`config.mk`:
```
export PLATFORM = sky130hd
export DESIGN_NAME = epu_apb_regs
export DESIGN_NICKNAME = d
export VERILOG_FILES = /design/src/source/epu_pkg.sv /design/src/source/epu_apb_regs.sv
export SDC_FILE = /design/constraint.sdc
export NUM_CORES = 1
export LEC_CHECK = 0
export ABC_AREA = 1
export BUFFER_PORTS_ARGS = -buffer_cell sky130_fd_sc_hd__buf_2
export CAP_MARGIN = 20
export CORE_AREA = 3 3 82 84
export CTS_BUF_LIST = sky130_fd_sc_hd__clkbuf_16
export DETAILED_ROUTE_END_ITERATION = 10
export DIE_AREA = 0 0 85 87
export GPL_TIMING_DRIVEN = 0
export PLACE_DENSITY = 0.83
export SLEW_MARGIN = 20
export SYNTH_ARGS = -nofsm -noshare
export SYNTH_HDL_FRONTEND = slang
export SYNTH_SLANG_ARGS = --single-unit
```
`constraint.sdc`:
```
create_clock -name clk -period 2.8 [get_ports clk]
set_clock_uncertainty 0.15 [all_clocks]
set_input_delay 0.28 -clock clk [delete_from_list [all_inputs] [get_ports clk]]
set_output_delay 0.28 -clock clk [all_outputs]
set_load 0.1 [all_outputs]
```
`src/source/epu_pkg.sv`:
```
`default_nettype none

package epu_pkg;

    localparam int MB_DIM = 16; // samples per macroblock side.

    // ~~~~~~~~~~~~~~~~~~~~~~~~~~~~~~
    // register map.
    localparam logic [11:0] REG_CTRL    = 12'h000;
    localparam logic [11:0] REG_FRAME   = 12'h004;
    localparam logic [11:0] REG_RESULTS = 12'h008; // read only.

    // ~~~~~~~~~~~~~~~~~~~~~~~~~~~~~~
    // stage payloads.
    typedef logic [MB_DIM-1:0][MB_DIM-1:0][7:0] mb_luma_t; // [row][col].

    typedef struct packed {
        logic [6:0] col;
        logic [6:0] row;
    } mb_pos_t;

    typedef struct packed {
        mb_pos_t  pos;
        mb_luma_t luma;
    } fetch_out_t;

    typedef struct packed {
        mb_pos_t    pos;
        mb_luma_t   luma;
        logic [7:0] dc;
    } dc_out_t;

    typedef struct packed {
        mb_pos_t     pos;
        logic [7:0]  dc;
        logic [15:0] sad;
    } mb_result_t;

    // ~~~~~~~~~~~~~~~~~~~~~~~~~~~~~~
    // apb write word layouts.
    typedef struct packed {
        logic [29:0] rsvd;
        logic        soft_reset; // self clearing.
        logic        enable;
    } ctrl_reg_t;

    typedef struct packed {
        logic [3:0]  pad_hi;
        logic [11:0] height;
        logic [3:0]  pad_lo;
        logic [11:0] width;
    } frame_reg_t;

    typedef union packed {
        ctrl_reg_t  ctrl;
        frame_reg_t frame;
    } apb_word_u;

endpackage : epu_pkg

`default_nettype wire

```
`src/source/epu_apb_regs.sv`:
```
`timescale 1ns/100ps
`default_nettype none

module epu_apb_regs
    import epu_pkg::*;
(
    input  wire logic        clk,
    input  wire logic        rst,
    input  wire logic        psel_i,
    input  wire logic        penable_i,
    input  wire logic        pwrite_i,
    input  wire logic [11:0] paddr_i,
    input  wire apb_word_u   pwdata_i,
    output logic      [31:0] prdata_o,
    output logic             pready_o,
    output logic             pslverr_o,
    input  wire logic        res_fire_i,
    output logic             enable_o,
    output logic             soft_reset_o,
    output logic      [11:0] frame_width_o,
    output logic      [11:0] frame_height_o
);

    logic        access;
    logic        known_addr;
    logic        wr_ctrl;
    logic        wr_frame;
    logic [31:0] result_cnt;
    apb_word_u   rd_word;

    assign access     = psel_i && penable_i;
    assign known_addr = (paddr_i == REG_CTRL) || (paddr_i == REG_FRAME) ||
                        (paddr_i == REG_RESULTS);
    assign wr_ctrl    = access && pwrite_i && (paddr_i == REG_CTRL);
    assign wr_frame   = access && pwrite_i && (paddr_i == REG_FRAME);

    assign pready_o  = 1'b1; // no wait states.
    assign pslverr_o = access && (!known_addr || (pwrite_i && paddr_i == REG_RESULTS));

    always_ff @(posedge clk) begin
        if (rst) begin
            enable_o       <= 1'b0;
            soft_reset_o   <= 1'b0;
            frame_width_o  <= '0;
            frame_height_o <= '0;
        end else begin
            soft_reset_o <= wr_ctrl && pwdata_i.ctrl.soft_reset; // one cycle pulse.
            if (wr_ctrl)
                enable_o <= pwdata_i.ctrl.enable;
            if (wr_frame) begin
                frame_width_o  <= pwdata_i.frame.width;
                frame_height_o <= pwdata_i.frame.height;
            end
        end
    end

    // delivered results.
    always_ff @(posedge clk) begin
        if (rst || soft_reset_o)
            result_cnt <= '0;
        else if (res_fire_i)
            result_cnt <= result_cnt + 32'd1;
    end

    always_comb begin
        rd_word = '0;
        case (paddr_i)
            REG_CTRL:    rd_word.ctrl.enable = enable_o;
            REG_FRAME: begin
                rd_word.frame.width  = frame_width_o;
                rd_word.frame.height = frame_height_o;
            end
            REG_RESULTS: rd_word = result_cnt;
            default:     rd_word = '0;
        endcase
    end

    assign prdata_o = rd_word;

endmodule : epu_apb_regs

`default_nettype wire

```
==> qor.yml <==
die_area_sq_um: 7400
synth-seq-area-share_pct: 35.8
cts_setup_buffers: 0
p_leak_nw: 1.93
cts_buffers: 9
grt-ovfl-total: 0
fp-row-count: 28
cts_sinks: 58
coreArea_sq_um: 5990
endpoint_kind: "output port"
synth_fa_ha_area_share_pct: 0.386
reg2reg_from: "result_cnt[0]"
cts_resized: 0
setup_viol: 0
ys_async_sr_fraction_pct: 0
status: "finished, final reports clean"
min_path_type: "primary input to register"
path_max_fanout: 10
vias: 3655
synth_area_per_cell_sq_um: 6.11
routed_wl_um: 9530
clock-root-buffer: "clkbuf_16"
nets: 693
tns_ns: 0
io_buffers: 100
rsz0062_at_grt: "false"
crit_type: "primary input to output port"
drc: 0
vdd_drop_max_mv: 0.361
viasPerCell: 5.08
num_io_pins: 110
drv_cap: 0
syn-instance-count: 531
final-seq-area_sq_um: 1160
routabilityCongestion: 0.915
rrSetupSlack_ns: 0.95
yosysWarnings: 0
powerDensity_nw_per_um2: 440
tightest_slew_ns: 0.620
start_kind: "primary input"
whs_ns: 0.0171
synth_top_cell_by_area: "dfxtp_1"
die_w_um: 85
diodes: 0
drt-initial-drc-count: 282
synth-xor-area-share_pct: 0
synth_top_family_by_area: "simple AND/OR/NAND/NOR gates"
synthFlopType: "dfxtp_1"
layout_commonest_cell: "nand2_1"
holdPathEnd: "enable_o"
clk-insertion-delay-late_ns: 0.32
synth_top_area_share_pct: 35.8
clock.fmax_mhz: 415
firstDrtPassIters: 5
synth_area_sq_um: 3250
final_cell_mix: "nand2_1, inv_1, buf_2"
tritoncts: "yes"
path_clk_slew_ns: 0.04
ant_nets: 0
cts_hold_buf: 0
multi_input_area_sq_um: 1710
holdPathStages: 2
period_share_pct: 86.0
cp.arrival_ns: 1.98
dp.cells: 706
synth-compound-area-share_pct: 12.4
synth_simple_gate_area_share_pct: 36.6
drive_gt1_share_pct: 23.3
hold_start: "rst"
h-tree-depth: 3
grt_pass1_wl_um: 15300
grt.total_usage_pct: 25.8
slew_headroom_pct: 58.5
grt_pass1_vias: 3453
synth_mux_area_share_pct: 0
fillers: 527
clock_path_buffers: 2
syn2layout_area_growth_pct: 29.1
totalPowerFinal_mw: 1.84
slew_violations: 0
grt_max_degree: 11
synth_fp_nets: 582
dp_hpwl_um: 7250
grt_antenna_before_repair: 0
ys_ff_latch: 58
finalHoldViolations: 0
die_h_um: 87
min_period_ns: 2.41
ff2ff_path_depth: 9
required_ns: 2.37
synth.distinct_cells: 28
synth_edf_count: 0
initial_core_util_pct: 54.2
synth.area.top_cells: "dfxtp_1, nand2_1, inv_1"
routedWlPerCell_um: 13.3
final_cell_count_no_fill: 719
rr_endpoint: "result_cnt[24]"
[worst max-delay path by stage]
stage / start / endpoint
2_1_floorplan: frame_width_o[10] / prdata_o[10]
3_3_place_gp: paddr_i[7] / prdata_o[10]
3_5_place_dp: paddr_i[5] / prdata_o[10]
4_1_cts: paddr_i[11] / prdata_o[16]
5_1_grt: paddr_i[11] / prdata_o[11]
6_report: paddr_i[11] / prdata_o[22]
[through the flow]
step           setup WS, ns  instance area [sq um]  utilization, %
3_3_place_gp          0.425                   3950            65.9
5_1_grt               0.206                   4190            69.9
4_1_cts               0.382                   4190            69.9
6_report              0.391                   4190            69.9
3_5_place_dp          0.397                   3950            65.9
2_1_floorplan        -0.218                   3350               -
[worst max-delay path: stages]
cell      delay (ns)
buf_2           0.10
nor2_1          0.10
nand2_1         0.09
nor2_4          0.22
nand2_1         0.19
clkbuf_1        0.29
o22ai_1         0.25
buf_2           0.46
[cells in the mapped netlist (4+ instances only)]
| cell | instances |
|---|---|
| o21ai_0 | 39 |
| nand2_1 | 116 |
| nor3_1 | 12 |
| clkbuf_1 | 8 |
| nand2_2 | 4 |
| nand3_1 | 26 |
| o21ai_1 | 4 |
| nor2_1 | 95 |
| inv_1 | 101 |
| nor2_4 | 5 |
| dfxtp_1 | 58 |
| a21oi_1 | 17 |
| o22ai_1 | 13 |
| nand4_1 | 13 |
[cell type report]
type / instances / area share, %
buffer: 16 / 2.48
clock buffer: 9 / 5.38
clock inverter: 4 / 0.358
inverter: 102 / 9.14
multi-input combinational: 355 / 40.7
sequential: 58 / 27.7
tap: 75 / 2.24
timing repair buffer: 100 / 11.9
[routing by layer]
metal / vias to the layer above / global-route usage, % / share of wire, %
li1: 1881 / - / -
met5: - / 0 / 0
met4: 0 / 12.7 / 2.3
met2: 144 / 44.4 / 48
met3: 16 / 3.88 / 6.9
met1: 1614 / 31.4 / 43
[report_power, final]
group / leakage, nW / total [mW] / internal [mW] / switching, mW
sequential: 0.468 / 0.833 / 0.830 / 0.00276
clock: 0.125 / 0.911 / 0.568 / 0.343
combinational: 1.34 / 0.0974 / 0.0371 / 0.0602
total: 1.93 / 1.84 / 1.43 / 0.406
[registers in the layout, summed over array words and instances, names as in the netlist]
signal,flops
frame_height_o,12
frame_width_o,12
enable_o,1
result_cnt,32
soft_reset_o,1
[kinds of logic after synthesis]
| family | after synthesis |
|---|---|
| simple gates | 277 |
| buf+inv | 118 |
| compound gates | 76 |
| flops | 58 |
| fa+ha+maj | 1 |
| other cells | 1 |
Note: power is estimated with default switching activity, not from simulation.
